### src/include/wb_soc_cfg.svh
`ifndef WB_SOC_CFG_SVH
`define WB_SOC_CFG_SVH

// bus geometry, addresses are word addresses
`define WB_ADDR_W 30
`define WB_DATA_W 32
`define WB_SEL_W 4

// scratch ram, 1024 words
`define RAM_AW 10
`define RAM_BASE 30'h0000000

// system register block spans 16 words
`define SYS_BASE 30'h0400000
`define SYS_AW 4

// single word for the switch/led port
`define SWLED_ADDR 30'h0400010

// identification word at sysreg 0
`define SYS_ID_WORD 32'h20191028

`endif

### src/logic/wb_soc_pkg.sv
package wb_soc_pkg;

    `include "wb_soc_cfg.svh"

    // word address, data word and byte lane selects
    typedef logic [`WB_ADDR_W-1:0] wb_addr_t;
    typedef logic [`WB_DATA_W-1:0] wb_data_t;
    typedef logic [`WB_SEL_W-1:0] wb_sel_t;

    // decoder target, SEL_NONE means unmapped
    typedef enum logic [1:0] {
        SEL_NONE,
        SEL_RAM,
        SEL_SYS,
        SEL_SWLED
    } slave_e;

endpackage : wb_soc_pkg

### src/logic/wb_bus_if.sv
`timescale 1ns/1ns

interface wb_bus_if;
    import wb_soc_pkg::*;

    // request, master to slave
    logic     cyc;
    logic     stb;
    logic     we;
    wb_addr_t addr;
    wb_data_t wdata;
    wb_sel_t  sel;

    // response, slave to master
    logic     stall;
    logic     ack;
    logic     err;
    wb_data_t rdata;

    modport master (
        output cyc, stb, we, addr, wdata, sel,
        input  stall, ack, err, rdata
    );

    modport slave (
        input  cyc, stb, we, addr, wdata, sel,
        output stall, ack, err, rdata
    );

    modport monitor (
        input cyc, stb, we, addr, wdata, sel, stall, ack, err, rdata
    );

endinterface : wb_bus_if

### src/logic/wb_sys_regs.sv
`timescale 1ns/1ns

`include "wb_soc_cfg.svh"

module wb_sys_regs (
    input  logic                 i_clk,
    input  logic                 i_reset,
    wb_bus_if.slave              s,
    input  logic                 i_bus_err,
    input  wb_soc_pkg::wb_addr_t i_err_addr,
    output logic                 o_irq
);
    import wb_soc_pkg::*;

    localparam logic [`SYS_AW-1:0] REG_ID      = 'h0;
    localparam logic [`SYS_AW-1:0] REG_SCRATCH = 'h1;
    localparam logic [`SYS_AW-1:0] REG_ERRADDR = 'h2;
    localparam logic [`SYS_AW-1:0] REG_POWER   = 'h3;
    localparam logic [`SYS_AW-1:0] REG_IRQ     = 'h4;

    logic [`SYS_AW-1:0] reg_idx;
    logic               ack_q;
    logic               irq_q;
    wb_data_t           rdata_q;
    wb_data_t           scratch_q;
    wb_data_t           power_cnt;
    wb_addr_t           err_addr_q;

    assign reg_idx = s.addr[`SYS_AW-1:0];

    always_ff @(posedge i_clk) begin
        if (i_reset) begin
            ack_q      <= 1'b0;
            irq_q      <= 1'b0;
            err_addr_q <= '0;
        end else begin
            ack_q <= s.stb;
            if (s.stb && s.we && (reg_idx == REG_IRQ)) begin
                irq_q <= s.wdata[0];
            end
            if (i_bus_err) begin
                err_addr_q <= i_err_addr;
            end
        end
    end

    always_ff @(posedge i_clk) begin
        if (s.stb && s.we && (reg_idx == REG_SCRATCH)) begin
            scratch_q <= s.wdata;
        end
    end

    // cycles since reset, top bit sticks once reached
    always_ff @(posedge i_clk) begin
        if (i_reset) begin
            power_cnt <= '0;
        end else if (!power_cnt[`WB_DATA_W-1]) begin
            power_cnt <= power_cnt + 1'b1;
        end else begin
            power_cnt[`WB_DATA_W-2:0] <= power_cnt[`WB_DATA_W-2:0] + 1'b1;
        end
    end

    always_ff @(posedge i_clk) begin
        case (reg_idx)
            REG_ID:      rdata_q <= `SYS_ID_WORD;
            REG_SCRATCH: rdata_q <= scratch_q;
            REG_ERRADDR: rdata_q <= {err_addr_q, 2'b00};
            REG_POWER:   rdata_q <= power_cnt;
            REG_IRQ:     rdata_q <= wb_data_t'(irq_q);
            default:     rdata_q <= '0;
        endcase
    end

    assign s.stall = 1'b0;
    assign s.ack   = ack_q;
    assign s.err   = 1'b0;
    assign s.rdata = rdata_q;
    assign o_irq   = irq_q;

endmodule : wb_sys_regs

### src/flat_wrapper.sv
// flat-port wrapper written by rule: the top's interface ports become plain ports
module wb_sys_regs_flat import wb_soc_pkg::*;
  (i_clk, i_reset, i_bus_err, i_err_addr, o_irq, s_cyc, s_stb, s_we, s_addr, s_wdata, s_sel, s_stall, s_ack, s_err, s_rdata);
  wb_bus_if s_i ();
  input  logic i_clk;
  input  logic i_reset;
  input  logic i_bus_err;
  input  wb_soc_pkg::wb_addr_t i_err_addr;
  output logic o_irq;
  input wire logic [$bits(s_i.cyc)-1:0] s_cyc;
  input wire logic [$bits(s_i.stb)-1:0] s_stb;
  input wire logic [$bits(s_i.we)-1:0] s_we;
  input wire logic [$bits(s_i.addr)-1:0] s_addr;
  input wire logic [$bits(s_i.wdata)-1:0] s_wdata;
  input wire logic [$bits(s_i.sel)-1:0] s_sel;
  output wire logic [$bits(s_i.stall)-1:0] s_stall;
  output wire logic [$bits(s_i.ack)-1:0] s_ack;
  output wire logic [$bits(s_i.err)-1:0] s_err;
  output wire logic [$bits(s_i.rdata)-1:0] s_rdata;
  assign s_i.cyc = s_cyc;
  assign s_i.stb = s_stb;
  assign s_i.we = s_we;
  assign s_i.addr = s_addr;
  assign s_i.wdata = s_wdata;
  assign s_i.sel = s_sel;
  assign s_stall = s_i.stall;
  assign s_ack = s_i.ack;
  assign s_err = s_i.err;
  assign s_rdata = s_i.rdata;
  wb_sys_regs u_core (.i_clk(i_clk), .i_reset(i_reset), .s(s_i), .i_bus_err(i_bus_err), .i_err_addr(i_err_addr), .o_irq(o_irq));
endmodule
### config.mk
export PLATFORM = sky130hd
export DESIGN_NAME = wb_sys_regs_flat
export DESIGN_NICKNAME = d
export VERILOG_FILES = /design/src/logic/wb_soc_pkg.sv /design/src/logic/wb_bus_if.sv /design/src/logic/wb_sys_regs.sv /design/src/flat_wrapper.sv
export VERILOG_INCLUDE_DIRS = /design/src /design/src/include
export SDC_FILE = /design/constraint.sdc
export NUM_CORES = 1
export LEC_CHECK = 0
export BUFFER_PORTS_ARGS = -buffer_cell sky130_fd_sc_hd__buf_2
export CORE_AREA = 5 5 126 128
export DETAILED_ROUTE_END_ITERATION = 10
export DIE_AREA = 0 0 131 133
export PLACE_DENSITY = 0.54
export RECOVER_POWER = 25
export SYNTH_ARGS = -nofsm -noshare
export SYNTH_HDL_FRONTEND = slang
export SYNTH_SLANG_ARGS = --single-unit
### constraint.sdc
create_clock -name i_clk -period 4.22 [get_ports i_clk]
set_input_delay 0.633 -clock i_clk [delete_from_list [all_inputs] [get_ports i_clk]]
set_output_delay 0.633 -clock i_clk [all_outputs]
set_load 0.005 [all_outputs]
==> impl_metrics.json <==
{
  "ys_seq_area_frac": 0.5767,
  "clock_path_buffers": 2,
  "clkPwrFrac": 0.478,
  "synth_area_per_cell_um2": 10.96,
  "mappedNetlistArea_mm2": 0.004999,
  "postCtsResizedCells": 0,
  "drtAntennaViolNets": 0,
  "combinationalPowerShare": 0.055,
  "start_util": 0.3388,
  "final-hold-violation-count": 0,
  "final_area_mm2": 0.006171,
  "grt_use_total": 0.1415,
  "diodes": 0,
  "dp_hpwl_um": 7937,
  "drv_cap": 2,
  "path_class": "input port to flip-flop",
  "cp_max_fo": 35,
  "drive_gt1_frac": 0.2956,
  "path_delay_family": "buffers and inverters",
  "internal-power_mw": 2.175,
  "cts_sinks": 128,
  "crit_slowest_cell": "clkbuf_1",
  "swShare": 0.2210,
  "cts.htree.levels": 4,
  "dieArea_mm2": 0.01742,
  "holdCritPathClass": "input port to flip-flop",
  "cts_buffers": 17,
  "cts_setup_buffers": 0,
  "rsz0062_at_grt": "false",
  "area_growth_pct": 23.45,
  "fill_cells": 1469,
  "antenna_found_initial": 0,
  "failed_checks": "max-capacitance violations, max-slew violations",
  "ys_warn_count": 0,
  "cts_hold_buf": 0,
  "hold_end": "u_core.scratch_q[8]",
  "synth_cells": 456,
  "slew_headroom": -0.6099,
  "p_per_area_mw_per_mm2": 452.4,
  "min_path_cells": 1,
  "root_buffer": "clkbuf_16",
  "fmax_mhz": 362.6,
  "critPathArrivalTime_ns": 3.03,
  "reg2reg_to": "u_core.power_cnt[23]",
  "dieWidth_um": 131,
  "viasPerCell": 4.817,
  "min_from": "s_wdata[8]",
  "outcome": "complete, but fails checks",
  "path_buf_inv": 1,
  "leakagePower_nw": 2.460,
  "min_period_ns": 2.758,
  "gp_congestion": 0.7310,
  "cp_slowest_stage_delay_ns": 1.29,
  "num_io_pins": 138,
  "required_ns": 4.49,
  "final_nets": 655,
  "clock_insertion_delay_worst_skew_ns": 0.41,
  "p_seq_frac": 0.467,
  "grt_pass1_vias": 3720,
  "p_sw_uw": 616.9,
  "startpoint": "s_addr[0]",
  "synth-edff-count": 32,
  "maxSlewViolCount": 67,
  "fin_crit_sh": 0.6534,
  "core-area_mm2": 0.01475,
  "rrSetupSlack_ns": 1.89,
  "cp-start-kind": "input port",
  "finalClockSkew_ns": 0.006596,
  "vias": 3627,
  "grt_pass1_wl_um": 18980,
  "endpoint_kind": "flip-flop",
  "wirelength_um": 11870,
  "synth-seq-cells": 128,
  "synth_top_flop_cell": "dfxtp_1",
  "vdd_drop_max_uv": 252.1,
  "grt-ovfl-total": 0,
  "wl_per_cell_um": 15.76,
  "reg2regPathDepth": 4,
  "port_buffers": 104,
  "fp.dieH_um": 133,
  "setup_slack_ns": 1.462,
  "path_cells": "clkbuf_1 -> nor2b_2 -> a22oi_1 -> nor2_1",
  "cts_tree": "yes",
  "drt_first_pass_iters": 4,
  "async_flop_share": 0,
  "tightest_slew_ns": 2.415,
  "tns_ns": 0,
  "synthDistinctLibCells": 40,
  "setup_violations": 0,
  "total_power_mw": 2.792,
  "dpl-instance-area_mm2": 0.005629,
  "place_ws_ns": 1.717,
  "drc": 0,
  "path_clk_slew_ns": 0.06,
  "reg2reg_from": "u_core.power_cnt[3]",
  "grt_max_degree": 37,
  "drt-initial-drc-count": 250,
  "core.rowCount": 45
}
==> cell families after synthesis <==
kind of cell             share of synthesized area
AO/OA/AOI/OAI                              0.08786
flip-flops                                  0.5767
XOR/XNOR                                   0.02103
buffers and inverters                      0.03855
other                                    0.0007502
AND/OR/NAND/NOR                             0.1382
multiplexers                                0.1344
adder cells (fa/ha/maj)                   0.002503
==> stage by stage <==
stage	utilization	hold WS, ns	instances
6_report	0.4183	0.3981	753
5_1_grt	0.4183	0.3746	753
4_1_cts	0.4187	0.3757	753
3_5_place_dp	0.3816	0.4430	721
3_3_place_gp	0.3816	0.4450	721
2_1_floorplan	-	0.4220	457
==> power groups by stage <==
stage,logic [mW],registers (mW),clock network [mW]
CTS,0.156,1.30,1.36
global placement,0.153,1.33,0
floorplan,0.0919,1.33,0
global route,0.172,1.31,1.43
detailed placement,0.156,1.33,0
finish,0.154,1.30,1.33
==> sequential cells by signal, summed over array words and instances, names as in the netlist <==
| name | count |
|---|---|
| u_core.err_addr_q | 30 |
| u_core.o_irq | 1 |
| u_core.power_cnt | 32 |
| u_core.s.ack | 1 |
| u_core.s.rdata | 32 |
| u_core.scratch_q | 32 |
==> Yosys cell counts, types with 10 or more instances <==
master     n  share of area
mux2_2    25          0.056
mux2i_1   39          0.078
a22oi_1   23          0.035
o31ai_1   10          0.015
or4_1     10          0.015
nand3_1   10          0.010
clkbuf_1  23          0.017
nand2_1   12         0.0090
edfxtp_1  32           0.19
a21oi_1   24          0.024
o21ai_0   13          0.013
dfxtp_1   96           0.38
nor2_1    72          0.054
==> how the worst max path moves through the flow <==
stage	slack [ns]	depth (start not counted)	to
floorplan	0.35	3	u_core.scratch_q[0]
global placement	1.79	4	u_core.s.rdata[23]
detailed placement	1.72	4	u_core.s.rdata[23]
CTS	1.86	4	u_core.power_cnt[31]
global route	1.26	4	u_core.s.rdata[22]
finish	1.46	4	u_core.s.rdata[23]
==> cell usage in the layout (no fill, tap or decap), drive strengths merged, types with 2 or more instances in the layout <==
cell      instances
buf             104
dfxtp            96
nor2             72
mux2i            39
edfxtp           32
clkbuf           27
mux2             25
a21oi            24
a22oi            23
o21ai            13
nand2            12
or4              11
nand3            10
o31ai            10
xnor2             9
inv               8
or3               8
clkinv            6
nor4              5
nand4             5
nor2b             5
nor3              4
xor2              3
nor3b             2
conb              2
clkinvlp          2
and4              2
==> layout make-up <==
class	count	area, um^2	area share
Sequential cell	128	2883	0.4672
Inverter	7	26.28	0.004258
Multi-Input combinational cell	290	1934	0.3135
Timing Repair Buffer	108	545.5	0.08840
Clock inverter	9	57.56	0.009327
Tap cell	188	235.2	0.03812
Clock buffer	23	489.2	0.07928
==> routing by layer <==
layer  track usage  share of wire  routed length, um  vias up
li1              -              -                  -     1813
met1        0.1692           0.43               5091     1726
met2        0.2376           0.51               6108       80
met3       0.04764          0.047                561        8
met4       0.04457         0.0089                106        0
met5             0              0                  0        -
==> worst reg2reg max path, cell delays in order (launching register included) <==
cell     delay, ns
dfxtp_1       0.43
nand4_1       0.43
or3_1         0.70
nor4_1        0.29
mux2_2        0.37
Note: power is estimated with default switching activity, not from simulation.
