### config.mk
export PLATFORM = sky130hd
export DESIGN_NAME = wb_switch_led_flat
export DESIGN_NICKNAME = d
export VERILOG_FILES = /design/src/logic/wb_soc_pkg.sv /design/src/logic/wb_bus_if.sv /design/src/logic/wb_switch_led.sv /design/src/flat_wrapper.sv
export VERILOG_INCLUDE_DIRS = /design/src /design/src/include
export SDC_FILE = /design/constraint.sdc
export NUM_CORES = 1
export LEC_CHECK = 0
export BUFFER_PORTS_ARGS = -buffer_cell sky130_fd_sc_hd__buf_2
export CORE_ASPECT_RATIO = 0.5
export CORE_MARGIN = 2
export CORE_UTILIZATION = 38
export DETAILED_ROUTE_END_ITERATION = 7
export GPL_ROUTABILITY_DRIVEN = 1
export GPL_TIMING_DRIVEN = 0
export PLACE_DENSITY = 0.83
export SYNTH_ARGS = -nofsm -noshare
export SYNTH_HDL_FRONTEND = slang
export SYNTH_SLANG_ARGS = --single-unit
### constraint.sdc
create_clock -name i_clk -period 1.5 [get_ports i_clk]
set_input_delay 0.15 -clock i_clk [delete_from_list [all_inputs] [get_ports i_clk]]
set_output_delay 0.15 -clock i_clk [all_outputs]
set_load 0.005 [all_outputs]
### src/include/wb_soc_cfg.svh
`ifndef WB_SOC_CFG_SVH
`define WB_SOC_CFG_SVH

// bus geometry, addresses are word addresses
`define WB_ADDR_W 30
`define WB_DATA_W 32
`define WB_SEL_W 4

// scratch ram, 1024 words
`define RAM_AW 10
`define RAM_BASE 30'h0000000

// system register block spans 16 words
`define SYS_BASE 30'h0400000
`define SYS_AW 4

// single word for the switch/led port
`define SWLED_ADDR 30'h0400010

// identification word at sysreg 0
`define SYS_ID_WORD 32'h20191028

`endif

### src/logic/wb_soc_pkg.sv
package wb_soc_pkg;

    `include "wb_soc_cfg.svh"

    // word address, data word and byte lane selects
    typedef logic [`WB_ADDR_W-1:0] wb_addr_t;
    typedef logic [`WB_DATA_W-1:0] wb_data_t;
    typedef logic [`WB_SEL_W-1:0] wb_sel_t;

    // decoder target, SEL_NONE means unmapped
    typedef enum logic [1:0] {
        SEL_NONE,
        SEL_RAM,
        SEL_SYS,
        SEL_SWLED
    } slave_e;

endpackage : wb_soc_pkg

### src/logic/wb_bus_if.sv
`timescale 1ns/1ns

interface wb_bus_if;
    import wb_soc_pkg::*;

    // request, master to slave
    logic     cyc;
    logic     stb;
    logic     we;
    wb_addr_t addr;
    wb_data_t wdata;
    wb_sel_t  sel;

    // response, slave to master
    logic     stall;
    logic     ack;
    logic     err;
    wb_data_t rdata;

    modport master (
        output cyc, stb, we, addr, wdata, sel,
        input  stall, ack, err, rdata
    );

    modport slave (
        input  cyc, stb, we, addr, wdata, sel,
        output stall, ack, err, rdata
    );

    modport monitor (
        input cyc, stb, we, addr, wdata, sel, stall, ack, err, rdata
    );

endinterface : wb_bus_if

### src/logic/wb_switch_led.sv
`timescale 1ns/1ns

module wb_switch_led (
    input  logic        i_clk,
    input  logic        i_reset,
    wb_bus_if.slave     s,
    input  logic [15:0] i_switches,
    output logic [15:0] o_leds
);
    import wb_soc_pkg::*;

    logic [15:0] leds_q;
    logic        ack_q;
    wb_data_t    rdata_q;

    always_ff @(posedge i_clk) begin
        if (i_reset) begin
            leds_q <= '0;
            ack_q  <= 1'b0;
        end else begin
            ack_q <= s.stb;
            if (s.stb && s.we) begin
                leds_q <= s.wdata[15:0];
            end
        end
    end

    // leds in the upper half, switches in the lower
    always_ff @(posedge i_clk) begin
        rdata_q <= {leds_q, i_switches};
    end

    assign s.stall = 1'b0;
    assign s.ack   = ack_q;
    assign s.err   = 1'b0;
    assign s.rdata = rdata_q;
    assign o_leds  = leds_q;

endmodule : wb_switch_led

### src/flat_wrapper.sv
// flat-port wrapper written by rule: the top's interface ports become plain ports
module wb_switch_led_flat import wb_soc_pkg::*;
  (i_clk, i_reset, i_switches, o_leds, s_cyc, s_stb, s_we, s_addr, s_wdata, s_sel, s_stall, s_ack, s_err, s_rdata);
  wb_bus_if s_i ();
  input  logic i_clk;
  input  logic i_reset;
  input  logic [15:0] i_switches;
  output logic [15:0] o_leds;
  input wire logic [$bits(s_i.cyc)-1:0] s_cyc;
  input wire logic [$bits(s_i.stb)-1:0] s_stb;
  input wire logic [$bits(s_i.we)-1:0] s_we;
  input wire logic [$bits(s_i.addr)-1:0] s_addr;
  input wire logic [$bits(s_i.wdata)-1:0] s_wdata;
  input wire logic [$bits(s_i.sel)-1:0] s_sel;
  output wire logic [$bits(s_i.stall)-1:0] s_stall;
  output wire logic [$bits(s_i.ack)-1:0] s_ack;
  output wire logic [$bits(s_i.err)-1:0] s_err;
  output wire logic [$bits(s_i.rdata)-1:0] s_rdata;
  assign s_i.cyc = s_cyc;
  assign s_i.stb = s_stb;
  assign s_i.we = s_we;
  assign s_i.addr = s_addr;
  assign s_i.wdata = s_wdata;
  assign s_i.sel = s_sel;
  assign s_stall = s_i.stall;
  assign s_ack = s_i.ack;
  assign s_err = s_i.err;
  assign s_rdata = s_i.rdata;
  wb_switch_led u_core (.i_clk(i_clk), .i_reset(i_reset), .s(s_i), .i_switches(i_switches), .o_leds(o_leds));
endmodule
==> results.cfg, run 1 <==
[placed_design]
place_hpwl_um = 2340
portBuffers = 82
place_congestion = 0.713
pre_cts_ws_ns = 0.651
dp.cells = 244

[worst_setup_path]
path_cells = buf_2
cp.arrival_ns = 0.79
cp-startpoint = u_core.o_leds[1]
crit_path_max_incr_delay_ns = 0.37
crit_fanout = 3
timing.rr.start = u_core.o_leds[8]
cp-start-kind = register
required_ns = 1.35
crit_buf_inv = 1
crit_type = reg2out
cp_slowest_cell = dfxtp_1
critPathCaptureType = output port
cpLargestDelayFamily = flip-flops

[drt]
vias_per_cell = 4.36
dr_wl_met2_um = 1810
drtIter0Drc = 48
topRoutingLayerUsed = met4
drcViolationCount = 0
wl_per_cell_um = 12.7
num_vias = 1168
ant_nets = 0
routed_wirelength_um = 3390
met1_length_um = 1350
met3_length_um = 199
firstDrtPassIters = 4

[die]
ioPinCount = 138
core_sq_um = 3550
rows = 15
dieHeight_um = 47.8
start_util_pct = 41.2
die-area_sq_um = 4380
die_x_um = 91.7

[clocking]
clk_latency_ns = 0.29
post_cts_buffers = 0
clk_pin_slew_ns = 0.09
htreeDepth = 2
cts_num_sinks = 49
cts_root_buf = clkbuf_8
cts_buffers = 5
cts_resized = 0
cts_tree = yes
ctsLongestPathBuffers = 2

[sta]
max_freq_mhz = 1070
setup_viol = 0
setup_ws_ns = 0.563
timing.final.crit_share_pct = 62.5
finalHoldViolCount = 0
slew_viol_final = 0
finClkSkew_ns = 0.00232
grt_setup_unrepaired = no
fin_setup_tns_ns = 0
finalCriticalPeriod_ns = 0.937

[power]
switching_share_pct = 20.0
power.share.clock_pct = 39.6
combPwrFrac_pct = 9.5
ir_drop_uv = 484
power.density_nw_per_um2 = 1220
intPower_w = 0.00217
sequentialPowerShare_pct = 51.0
p_switching_w = 0.000544
p_leak_nw = 1.08

[global_route]
grt_pass1_wl_um = 4760
grt_pass1_vias = 1088
grt-ovfl-total = 0
grt_max_degree = 16
antenna_found_initial = 0
track_usage_pct = 14.7

[synth]
synth-seq-area-share_pct = 67.2
syn_avg_cell_area_sq_um = 13.3
synth.yosys.warnings = 0
synth.distinct_cells = 12
synth-seq-cells = 49
synthCells = 110
syn-cell-area_sq_um = 1460

[finish]
stdcell_count = 268
area_growth_syn_to_layout_pct = 52.9
drive_gt1_share_pct = 53.9
nets = 303
layout_common_cells = 83 x buf_2, 49 x dfxtp_1, 16 x nand3_1, 16 x dlygate4sd3_1
antenna_cells = 0
fill_cells = 281
final_core_util_pct = 62.9
final_common_cell = buf_2

[hold_path]
hp-start = s_wdata[15]
hp-class = in2reg

[run_status]
outcome = complete, no violations

[job]
max_cap_violations = 0
metal layers:
layer / global-route usage (%) / vias up
li1: - / 580
met1: 15.1 / 550
met2: 28.8 / 34
met3: 5.67 / 4
met4: 6.36 / 0
met5: 0 / -
registers in the layout, summed over array words and instances, names as in the netlist:
| register | flops |
|---|---|
| u_core.s.ack | 1 |
| u_core.o_leds | 16 |
| u_core.s.rdata | 32 |
kinds of logic after synthesis:
kind of cell,synth area share (%)
AOI/OAI and AO/OA,20.1
and+or+nand+nor,5.91
DFF,67.2
other,0.257
buffers and inverters,6.60
area by class of cell:
class	count	area, sq um	area share (%)
flip-flops and latches	49	981	43.9
clock inverters	3	65.1	2.91
well taps	51	63.8	2.86
plain buffers	11	96.3	4.32
clock buffers	5	68.8	3.08
repair buffers	98	571	25.6
multi-input cells	51	387	17.3
cells in the mapped netlist, drive strengths merged:
library cell	count	area, sq um
a21bo	16	160
a21oi	16	133
buf	10	91.3
clkbuf	1	5.00
conb	1	3.75
dfxtp	49	981
nand3	16	80.1
nor2b	1	6.26
power by group through the flow:
| stage | Clock, W | Sequential (W) | Combinational [W] |
|---|---|---|---|
| after detailed placement | 0 | 0.00142 | 0.000225 |
| final | 0.00108 | 0.00138 | 0.000257 |
| after floorplan | 0 | 0.00142 | 0.0000955 |
| after global placement | 0 | 0.00141 | 0.000221 |
| after global routing | 0.00114 | 0.00139 | 0.000279 |
| after CTS | 0.00110 | 0.00139 | 0.000258 |
per-stage QoR:
stage                     power [W]  hold slack [ns]  area [sq um]
after floorplan             0.00152            0.178          1460
after global placement      0.00163            0.252          1940
after detailed placement    0.00164            0.254          1940
after CTS                   0.00274           0.0980          2230
after global routing        0.00281            0.101          2230
final                       0.00272            0.100          2230
worst reg2reg max path, stage by stage (launching register included):
cell and delay, ns:
dfxtp_1 0.35, a21bo_1 0.23, a21oi_2 0.14
what timing repair did:
item / in CTS / in global routing
endpoints found under the setup margin: 0 / 0
endpoints found under the hold margin: 16 / 0
hold buffers: 16 / 0
final timing paths:
path                   endpoint  slack, ns  cells after the start
max reg2reg    u_core.o_leds[8]       0.72                      2
max                   o_leds[1]       0.56                      1
min reg2reg  u_core.s.rdata[16]       0.37                      0
min           u_core.o_leds[15]       0.10                      3
Note: power is estimated with default switching activity, not from simulation.
==> run 2: changes to the inputs <==
--- a/config.mk
+++ b/config.mk
@@ -9,11 +9,11 @@
 export BUFFER_PORTS_ARGS = -buffer_cell sky130_fd_sc_hd__buf_2
 export CORE_ASPECT_RATIO = 0.5
 export CORE_MARGIN = 2
-export CORE_UTILIZATION = 38
+export CORE_UTILIZATION = 35
 export DETAILED_ROUTE_END_ITERATION = 7
 export GPL_ROUTABILITY_DRIVEN = 1
 export GPL_TIMING_DRIVEN = 0
-export PLACE_DENSITY = 0.83
+export PLACE_DENSITY = 0.77
 export SYNTH_ARGS = -nofsm -noshare
 export SYNTH_HDL_FRONTEND = slang
 export SYNTH_SLANG_ARGS = --single-unit
==> constraint.sdc (replaced) <==
create_clock -name i_clk -period 0.9 [get_ports i_clk]
set_input_delay 0.09 -clock i_clk [delete_from_list [all_inputs] [get_ports i_clk]]
set_output_delay 0.09 -clock i_clk [all_outputs]
set_load 0.005 [all_outputs]
==> results.cfg, run 2 (synthesis gave the netlist of run 1 again) <==
[run_status]
outcome = complete, no violations

[global_route]
grt-ovfl-total = 0
track_usage_pct = 14.3
antenna_found_initial = 0
grt_util_met1_pct = 15.5
busiest_layer = met2
grt_pass1_vias = 1102
grt_pass1_wl_um = 5170
grt_max_degree = 14
use_met3_pct = 4.89
met2_usage_pct = 26.1

[hold_path]
hp-class = in2reg

[clocking]
htreeDepth = 2
post_cts_buffers = 0
clk_pin_slew_ns = 0.08
clk_latency_ns = 0.29
cts_root_buf = clkbuf_8
ctsLongestPathBuffers = 2
cts_num_sinks = 49
cts_tree = yes
cts_buffers = 5

[sta]
fin_setup_tns_ns = 0
setup_viol = 0
holdWs_ns = 0.0483
finClkSkew_ns = 0.00154
finalCriticalPeriod_ns = 0.850
timing.final.crit_share_pct = 94.5
finalHoldViolCount = 0
max_freq_mhz = 1180
slew_viol_final = 0
grt_setup_unrepaired = no
setup_ws_ns = 0.0496

[die]
die-area_sq_um = 4740
start_util_pct = 37.0
dieHeight_um = 49.7
core_sq_um = 3940
rows = 16
ioPinCount = 138
die_x_um = 95.3

[worst_setup_path]
cp.arrival_ns = 0.76
cp-start-kind = register
required_ns = 0.81
crit_path_max_incr_delay_ns = 0.35
cp_slowest_cell = dfxtp_1
crit_buf_inv = 1
critPathCaptureType = output port
crit_type = reg2out
crit_fanout = 3
path_cells = buf_2
cpLargestDelayFamily = flip-flops

[finish]
largest_reg_flops = 32
layout_common_cells = 83 x buf_2, 43 x dfxtp_1, 16 x nand3_1, 16 x dlygate4sd3_1
fill_cells = 337
area_growth_syn_to_layout_pct = 50.4
drive_gt1_share_pct = 56.0
final_common_cell = buf_2
antenna_cells = 0
nets = 303

[power]
sequentialPowerShare_pct = 58.0
p_leak_nw = 1.05
p_switching_w = 0.000846
switching_share_pct = 21.3
intPower_w = 0.00313
power.share.clock_pct = 31.3
combPwrFrac_pct = 10.7
ir_drop_uv = 659
power.density_nw_per_um2 = 1810

[drt]
routed_wirelength_um = 3240
wl_per_cell_um = 12.0
vias_per_cell = 4.20
ant_nets = 0
drcViolationCount = 0
drtIter0Drc = 29
firstDrtPassIters = 3
num_vias = 1133

[placed_design]
place_hpwl_um = 2240
portBuffers = 82
place_congestion = 0.707
pre_cts_ws_ns = 0.130

[job]
max_cap_violations = 0
-- run 2: stage by stage --
stage / cell area [sq um] / util (%) / cells / total power [W]
2_1_floorplan: 1460 / - / 111 / 0.00253
3_5_place_dp: 1940 / 49.2 / 247 / 0.00273
5_1_grt: 2200 / 55.7 / 270 / 0.00416
4_1_cts: 2190 / 55.5 / 270 / 0.00402
6_report: 2200 / 55.7 / 270 / 0.00398
3_3_place_gp: 1940 / 49.2 / 247 / 0.00272
-- run 2: final cells by class --
class / count / area, sq um / share of cell area (%)
Timing Repair Buffer: 98 / 571 / 26.0
Sequential cell: 49 / 988 / 45.0
Tap cell: 54 / 67.6 / 3.08
Multi-Input combinational cell: 51 / 387 / 17.6
Buffer: 11 / 96.3 / 4.39
Clock buffer: 7 / 86.3 / 3.93
-- run 2: per-layer routing --
layer | wire length, um | part of all wire (%) | up-vias
li1 | - | - | 581
met1 | 1300 | 40 | 523
met2 | 1730 | 53 | 27
met3 | 198 | 6.1 | 2
met4 | 19 | 0.59 | 0
met5 | 0 | 0 | -
-- run 2: path summary, 6_finish.rpt --
kind                     from                  to  slack (ns)  cells after the start
max          u_core.o_leds[2]           o_leds[2]        0.05                      1
min                s_wdata[1]    u_core.o_leds[1]        0.05                      3
max reg2reg  u_core.o_leds[8]    u_core.o_leds[8]        0.14                      2
min reg2reg  u_core.o_leds[1]  u_core.s.rdata[17]        0.36                      0
-- run 2: power groups by stage --
stage          Combinational, W  Clock (W)  Sequential [W]
2_1_floorplan          0.000159          0         0.00237
3_3_place_gp           0.000369          0         0.00236
3_5_place_dp           0.000375          0         0.00236
4_1_cts                0.000429    0.00129         0.00231
5_1_grt                0.000469    0.00136         0.00232
6_report               0.000426    0.00124         0.00231
-- run 2: repair_timing --
item                       in CTS  in global routing
gates resized for setup         0                  6
hold endpoints to repair       16                  0
hold buffers                   16                  0
setup endpoints to repair       0                  6
