File: config.mk
export PLATFORM = sky130hd
export DESIGN_NAME = wb_addr_decode_flat
export DESIGN_NICKNAME = d
export VERILOG_FILES = /design/src/logic/wb_soc_pkg.sv /design/src/logic/wb_bus_if.sv /design/src/logic/wb_addr_decode.sv /design/src/flat_wrapper.sv
export VERILOG_INCLUDE_DIRS = /design/src /design/src/include
export SDC_FILE = /design/constraint.sdc
export NUM_CORES = 1
export LEC_CHECK = 0
export ABC_CLOCK_PERIOD_IN_PS = 5350
export BUFFER_PORTS_ARGS = -buffer_cell sky130_fd_sc_hd__buf_2
export CAP_MARGIN = 0
export CORE_AREA = 2 2 177 179
export CTS_CLUSTER_SIZE = 10
export DETAILED_ROUTE_END_ITERATION = 8
export DIE_AREA = 0 0 179 181
export MAX_ROUTING_LAYER = met4
export SYNTH_ARGS = -nofsm -noshare
export SYNTH_HDL_FRONTEND = slang
export SYNTH_SLANG_ARGS = --single-unit
File: constraint.sdc
create_clock -name i_clk -period 5.35 [get_ports i_clk]
set_input_delay 1.605 -clock i_clk [delete_from_list [all_inputs] [get_ports i_clk]]
set_output_delay 1.605 -clock i_clk [all_outputs]
set_load 0.01 [all_outputs]
File: src/include/wb_soc_cfg.svh
`ifndef WB_SOC_CFG_SVH
`define WB_SOC_CFG_SVH

// bus geometry, addresses are word addresses
`define WB_ADDR_W 30
`define WB_DATA_W 32
`define WB_SEL_W 4

// scratch ram, 1024 words
`define RAM_AW 10
`define RAM_BASE 30'h0000000

// system register block spans 16 words
`define SYS_BASE 30'h0400000
`define SYS_AW 4

// single word for the switch/led port
`define SWLED_ADDR 30'h0400010

// identification word at sysreg 0
`define SYS_ID_WORD 32'h20191028

`endif

File: src/logic/wb_soc_pkg.sv
package wb_soc_pkg;

    `include "wb_soc_cfg.svh"

    // word address, data word and byte lane selects
    typedef logic [`WB_ADDR_W-1:0] wb_addr_t;
    typedef logic [`WB_DATA_W-1:0] wb_data_t;
    typedef logic [`WB_SEL_W-1:0] wb_sel_t;

    // decoder target, SEL_NONE means unmapped
    typedef enum logic [1:0] {
        SEL_NONE,
        SEL_RAM,
        SEL_SYS,
        SEL_SWLED
    } slave_e;

endpackage : wb_soc_pkg

File: src/logic/wb_bus_if.sv
`timescale 1ns/1ns

interface wb_bus_if;
    import wb_soc_pkg::*;

    // request, master to slave
    logic     cyc;
    logic     stb;
    logic     we;
    wb_addr_t addr;
    wb_data_t wdata;
    wb_sel_t  sel;

    // response, slave to master
    logic     stall;
    logic     ack;
    logic     err;
    wb_data_t rdata;

    modport master (
        output cyc, stb, we, addr, wdata, sel,
        input  stall, ack, err, rdata
    );

    modport slave (
        input  cyc, stb, we, addr, wdata, sel,
        output stall, ack, err, rdata
    );

    modport monitor (
        input cyc, stb, we, addr, wdata, sel, stall, ack, err, rdata
    );

endinterface : wb_bus_if

File: src/logic/wb_addr_decode.sv
`timescale 1ns/1ns

`include "wb_soc_cfg.svh"

module wb_addr_decode (
    input  logic                i_clk,
    input  logic                i_reset,
    wb_bus_if.slave             m,
    wb_bus_if.master            ram,
    wb_bus_if.master            sys,
    wb_bus_if.master            led,
    output logic                o_bus_err,
    output wb_soc_pkg::wb_addr_t o_err_addr
);
    import wb_soc_pkg::*;

    slave_e   slave_sel;
    logic     ack_q;
    logic     none_q;
    logic     err_q;
    wb_data_t rdata_q;
    wb_addr_t err_addr_q;

    // region match on the word address
    always_comb begin
        if ((m.addr >> `RAM_AW) == (`RAM_BASE >> `RAM_AW)) begin
            slave_sel = SEL_RAM;
        end else if ((m.addr >> `SYS_AW) == (`SYS_BASE >> `SYS_AW)) begin
            slave_sel = SEL_SYS;
        end else if (m.addr == `SWLED_ADDR) begin
            slave_sel = SEL_SWLED;
        end else begin
            slave_sel = SEL_NONE;
        end
    end

    // fan the request out, stb only to the selected slave
    assign ram.cyc   = m.cyc;
    assign ram.stb   = m.stb && (slave_sel == SEL_RAM);
    assign ram.we    = m.we;
    assign ram.addr  = m.addr;
    assign ram.wdata = m.wdata;
    assign ram.sel   = m.sel;

    assign sys.cyc   = m.cyc;
    assign sys.stb   = m.stb && (slave_sel == SEL_SYS);
    assign sys.we    = m.we;
    assign sys.addr  = m.addr;
    assign sys.wdata = m.wdata;
    assign sys.sel   = m.sel;

    assign led.cyc   = m.cyc;
    assign led.stb   = m.stb && (slave_sel == SEL_SWLED);
    assign led.we    = m.we;
    assign led.addr  = m.addr;
    assign led.wdata = m.wdata;
    assign led.sel   = m.sel;

    // stall of whichever slave the address points at
    assign m.stall = ((slave_sel == SEL_RAM) && ram.stall)
                  || ((slave_sel == SEL_SYS) && sys.stall)
                  || ((slave_sel == SEL_SWLED) && led.stall);

    // unmapped strobes take two stages, same as a slave access
    always_ff @(posedge i_clk) begin
        if (i_reset) begin
            ack_q  <= 1'b0;
            none_q <= 1'b0;
            err_q  <= 1'b0;
        end else begin
            ack_q  <= ram.ack || sys.ack || led.ack;
            none_q <= m.stb && !m.stall && (slave_sel == SEL_NONE);
            err_q  <= none_q;
        end
    end

    // read data of the acknowledging slave
    always_ff @(posedge i_clk) begin
        if (ram.ack) begin
            rdata_q <= ram.rdata;
        end else if (sys.ack) begin
            rdata_q <= sys.rdata;
        end else if (led.ack) begin
            rdata_q <= led.rdata;
        end else begin
            rdata_q <= '0;
        end
    end

    // offending address, aligned with none_q
    always_ff @(posedge i_clk) begin
        if (m.stb && (slave_sel == SEL_NONE)) begin
            err_addr_q <= m.addr;
        end
    end

    assign m.ack   = ack_q;
    assign m.err   = err_q;
    assign m.rdata = rdata_q;

    assign o_bus_err  = none_q;
    assign o_err_addr = err_addr_q;

endmodule : wb_addr_decode

File: src/flat_wrapper.sv
// flat-port wrapper written by rule: the top's interface ports become plain ports
module wb_addr_decode_flat import wb_soc_pkg::*;
  (i_clk, i_reset, o_bus_err, o_err_addr, m_cyc, m_stb, m_we, m_addr, m_wdata, m_sel, m_stall, m_ack, m_err, m_rdata, ram_cyc, ram_stb, ram_we, ram_addr, ram_wdata, ram_sel, ram_stall, ram_ack, ram_err, ram_rdata, sys_cyc, sys_stb, sys_we, sys_addr, sys_wdata, sys_sel, sys_stall, sys_ack, sys_err, sys_rdata, led_cyc, led_stb, led_we, led_addr, led_wdata, led_sel, led_stall, led_ack, led_err, led_rdata);
  wb_bus_if m_i ();
  wb_bus_if ram_i ();
  wb_bus_if sys_i ();
  wb_bus_if led_i ();
  input  logic i_clk;
  input  logic i_reset;
  output logic o_bus_err;
  output wb_soc_pkg::wb_addr_t o_err_addr;
  input wire logic [$bits(m_i.cyc)-1:0] m_cyc;
  input wire logic [$bits(m_i.stb)-1:0] m_stb;
  input wire logic [$bits(m_i.we)-1:0] m_we;
  input wire logic [$bits(m_i.addr)-1:0] m_addr;
  input wire logic [$bits(m_i.wdata)-1:0] m_wdata;
  input wire logic [$bits(m_i.sel)-1:0] m_sel;
  output wire logic [$bits(m_i.stall)-1:0] m_stall;
  output wire logic [$bits(m_i.ack)-1:0] m_ack;
  output wire logic [$bits(m_i.err)-1:0] m_err;
  output wire logic [$bits(m_i.rdata)-1:0] m_rdata;
  output wire logic [$bits(ram_i.cyc)-1:0] ram_cyc;
  output wire logic [$bits(ram_i.stb)-1:0] ram_stb;
  output wire logic [$bits(ram_i.we)-1:0] ram_we;
  output wire logic [$bits(ram_i.addr)-1:0] ram_addr;
  output wire logic [$bits(ram_i.wdata)-1:0] ram_wdata;
  output wire logic [$bits(ram_i.sel)-1:0] ram_sel;
  input wire logic [$bits(ram_i.stall)-1:0] ram_stall;
  input wire logic [$bits(ram_i.ack)-1:0] ram_ack;
  input wire logic [$bits(ram_i.err)-1:0] ram_err;
  input wire logic [$bits(ram_i.rdata)-1:0] ram_rdata;
  output wire logic [$bits(sys_i.cyc)-1:0] sys_cyc;
  output wire logic [$bits(sys_i.stb)-1:0] sys_stb;
  output wire logic [$bits(sys_i.we)-1:0] sys_we;
  output wire logic [$bits(sys_i.addr)-1:0] sys_addr;
  output wire logic [$bits(sys_i.wdata)-1:0] sys_wdata;
  output wire logic [$bits(sys_i.sel)-1:0] sys_sel;
  input wire logic [$bits(sys_i.stall)-1:0] sys_stall;
  input wire logic [$bits(sys_i.ack)-1:0] sys_ack;
  input wire logic [$bits(sys_i.err)-1:0] sys_err;
  input wire logic [$bits(sys_i.rdata)-1:0] sys_rdata;
  output wire logic [$bits(led_i.cyc)-1:0] led_cyc;
  output wire logic [$bits(led_i.stb)-1:0] led_stb;
  output wire logic [$bits(led_i.we)-1:0] led_we;
  output wire logic [$bits(led_i.addr)-1:0] led_addr;
  output wire logic [$bits(led_i.wdata)-1:0] led_wdata;
  output wire logic [$bits(led_i.sel)-1:0] led_sel;
  input wire logic [$bits(led_i.stall)-1:0] led_stall;
  input wire logic [$bits(led_i.ack)-1:0] led_ack;
  input wire logic [$bits(led_i.err)-1:0] led_err;
  input wire logic [$bits(led_i.rdata)-1:0] led_rdata;
  assign m_i.cyc = m_cyc;
  assign m_i.stb = m_stb;
  assign m_i.we = m_we;
  assign m_i.addr = m_addr;
  assign m_i.wdata = m_wdata;
  assign m_i.sel = m_sel;
  assign m_stall = m_i.stall;
  assign m_ack = m_i.ack;
  assign m_err = m_i.err;
  assign m_rdata = m_i.rdata;
  assign ram_cyc = ram_i.cyc;
  assign ram_stb = ram_i.stb;
  assign ram_we = ram_i.we;
  assign ram_addr = ram_i.addr;
  assign ram_wdata = ram_i.wdata;
  assign ram_sel = ram_i.sel;
  assign ram_i.stall = ram_stall;
  assign ram_i.ack = ram_ack;
  assign ram_i.err = ram_err;
  assign ram_i.rdata = ram_rdata;
  assign sys_cyc = sys_i.cyc;
  assign sys_stb = sys_i.stb;
  assign sys_we = sys_i.we;
  assign sys_addr = sys_i.addr;
  assign sys_wdata = sys_i.wdata;
  assign sys_sel = sys_i.sel;
  assign sys_i.stall = sys_stall;
  assign sys_i.ack = sys_ack;
  assign sys_i.err = sys_err;
  assign sys_i.rdata = sys_rdata;
  assign led_cyc = led_i.cyc;
  assign led_stb = led_i.stb;
  assign led_we = led_i.we;
  assign led_addr = led_i.addr;
  assign led_wdata = led_i.wdata;
  assign led_sel = led_i.sel;
  assign led_i.stall = led_stall;
  assign led_i.ack = led_ack;
  assign led_i.err = led_err;
  assign led_i.rdata = led_rdata;
  wb_addr_decode u_core (.i_clk(i_clk), .i_reset(i_reset), .m(m_i), .ram(ram_i), .sys(sys_i), .led(led_i), .o_bus_err(o_bus_err), .o_err_addr(o_err_addr));
endmodule
==> summary.md <==
| Metric | Value |
|---|---|
| # DRC | `0` |
| Req. time, crit path | `3.74 ns` |
| Core region area | `30300 um2` |
| Initial DRC count | `95` |
| Final Hold Vio Count | `0` |
| Total grt overflow | `0` |
| Count of state elements after synthesis | `65` |
| Initial antenna violation count | `2` |
| CP Max Fanout | `6` |
| Net Sw Frac | `0.281` |
| Slew @ Worst Pin | `1.13 ns` |
| Min-Delay Path Class | `reg2reg` |
| IR drop worst, VDD | `0.112 mV` |
| Critical path class | `in2out` |
| Post-Syn Area | `3910 um2` |
| Via density | `3.40` |
| Die ar. | `32400 um2` |
| Lkg Pwr | `0.00215 uW` |
| Post-synth ARST share | `0` |
| Post-Synth Simple-Gate Area | `0.0705` |
| Post-CTS Hold Fix Bufs | `0` |
| Period minus WS final | `4.74 ns` |
| Switch Pwr | `381 uW` |
| Clock share of power | `0.402` |
| Sequential area share after synthesis | `0.410` |
| Critical Path AT | `3.13 ns` |
| Routed vias | `3052` |
| Clk pin slew, worst setup/hold paths | `0.06 ns` |
| Leading post-synthesis cells by cell area | `buf_4 39%, edfxtp_1 23%, dfxtp_1 18%, a22oi_1 6.0%, o21ai_0 4.1%` |
| Sequential power share | `0.421` |
| Syn Inst Count | `408` |
| Slew HR | `0.250` |
| Num Clock Sinks | `65` |
| IO Port Bufs | `293` |
| Fraction of layout cells with a size suffix above 1 | `0.635` |
| Fmax | `0.211 GHz` |
| Main combinational cell family by area after synthesis | `buffers and inverters` |
| Max cap viols | `0` |
| Final worst-path cycle share | `0.885` |
| Die Wd | `179 um` |
| Io pins | `449` |
| Final hold slack | `0.476 ns` |
| CTS H-tree depth | `3` |
| CTS Buffer Depth | `2` |
| CTS Buf Count | `9` |
| Drt pass-1 iters | `4` |
| Syn nets | `584` |
| Main synth FF type | `dfxtp_1` |
| Cell-internal power | `975 uW` |
| Layout filler cell count | `3502` |
| Yosys warns | `0` |
| Mean Syn Cell Area | `9.57 um2` |
| Comb power frac | `0.177` |
| Commonest cells post-synth | `204 x buf_4, 35 x dfxtp_1, 33 x nand2_1` |
| Critical path startpoint category | `input pin` |
| Clock Latency Late Sink | `0.34 ns` |
| Worst Skew | `0.000173 ns` |
| Outcome | `finished clean` |
| Root Driver | `clkbuf_16` |
| Setup bufs post-CTS | `0` |
| Yosys top cell by area | `buf_4` |
| Mux cell area share after synthesis | `0` |
| Die Ht | `181 um` |
| Cells after DPL | `879` |
| EDFF count, synth | `30` |
| Synth Area in XOR/XNOR | `0` |
| Max Slew Vio Count | `0` |
| Distinct cell type count after synthesis | `27` |
| Initial core utilization | `0.129` |
| Routed Antenna Nets | `0` |
| GPL Wtd Cong | `0.795` |
| WL per Instance | `17.4 um` |
| Largest net degree at the start of global routing | `66` |
| Endpoint type of the worst setup path | `output port` |
| Final setup viols | `0` |
| Post-DP HPWL | `12900 um` |
| RSZ-0062 raised after global routing | `no` |
| Post-cts sizing count | `0` |
| Vias in the first global route | `2796` |
| Most frequent cell after synthesis | `buf_4` |
| Row cnt | `64` |
| First-pass GRT wire length | `20200 um` |
| WL final | `15600 um` |
| P&R area growth vs syn | `17.0%` |
| All-Layer GR Usage | `0.0939` |
| Non-Filler Instances | `897` |
| Power Dens Cells | `296 nW/um2` |
| CTS tree | `done` |
| Fin Setup TNS | `0 ns` |
| Adder-Cell Fraction of Synth Area | `0` |
| Yosys top cell area share | `0.392` |
| Post-synthesis compound-gate area fraction | `0.112` |
| Fin util | `0.151` |
| Nets | `670` |
==> registers in the layout, summed over array words and instances (netlist names) <==
register	count
u_core.m.err	1
u_core.m.rdata	32
u_core.o_err_addr	30
u_core.m.ack	1
u_core.o_bus_err	1
==> cells in the final DEF (no fill, tap or decap), types with 4 or more instances in the layout <==
master     count
buf_2        293
dfxtp_1       35
clkbuf_16      9
nor4_1         4
edfxtp_1      30
nand2_1       33
o21ai_0       32
a22oi_1       31
clkinv_2       4
==> cell families after synthesis <==
| family | after synthesis |
|---|---|
| compound gates | 69 |
| simple gates | 54 |
| flops | 65 |
| buf+inv | 220 |
==> metrics by stage <==
| step | instance area [um2] | total power (uW) | setup WS [ns] |
|---|---|---|---|
| 3_5_place_dp | 4300 | 827 | 0.578 |
| 2_1_floorplan | 3910 | 804 | 0.691 |
| 6_report | 4570 | 1360 | 0.613 |
| 5_1_grt | 4570 | 1440 | 0.530 |
| 3_3_place_gp | 4300 | 823 | 0.586 |
| 4_1_cts | 4570 | 1400 | 0.572 |
==> power by group through the flow <==
stage	Combinational (uW)	Clock (uW)	Sequential [uW]
5_1_grt	267	598	575
4_1_cts	245	581	572
6_report	240	545	571
3_3_place_gp	242	0	582
3_5_place_dp	245	0	582
2_1_floorplan	198	0	606
==> final timing paths <==
check	startpoint	to	slack, ns	cells after the start
hold / removal	u_core.o_bus_err	u_core.m.err	0.48	1
setup reg to reg	u_core.o_bus_err	u_core.m.err	4.81	1
setup / recovery	m_addr[20]	sys_stb	0.61	6
hold reg to reg	u_core.o_bus_err	u_core.m.err	0.48	1
==> worst max-delay path: stages <==
cell and delay (ns):
buf_2 0.13, or4_4 0.53, nor4_2 0.16, and4_4 0.32, and4_1 0.22, buf_2 0.16
==> cell type report <==
cell class | count | area [um2] | area share
flip-flops and latches | 65 | 1600 | 0.350
clock inverters | 6 | 35.0 | 0.00766
clock buffers | 10 | 229 | 0.0501
multi-input cells | 123 | 732 | 0.160
diodes | 2 | 5.00 | 0.00109
well taps | 396 | 495 | 0.108
inverters | 2 | 7.51 | 0.00164
repair buffers | 293 | 1470 | 0.321
==> per-layer routing <==
metal | global-route usage | part of all wire
met4 | 0.0449 | 0.028
met2 | 0.171 | 0.52
met5 | - | 0
met3 | 0.0535 | 0.15
met1 | 0.0738 | 0.30
No activity file was read; power rests on OpenSTA's default activity.
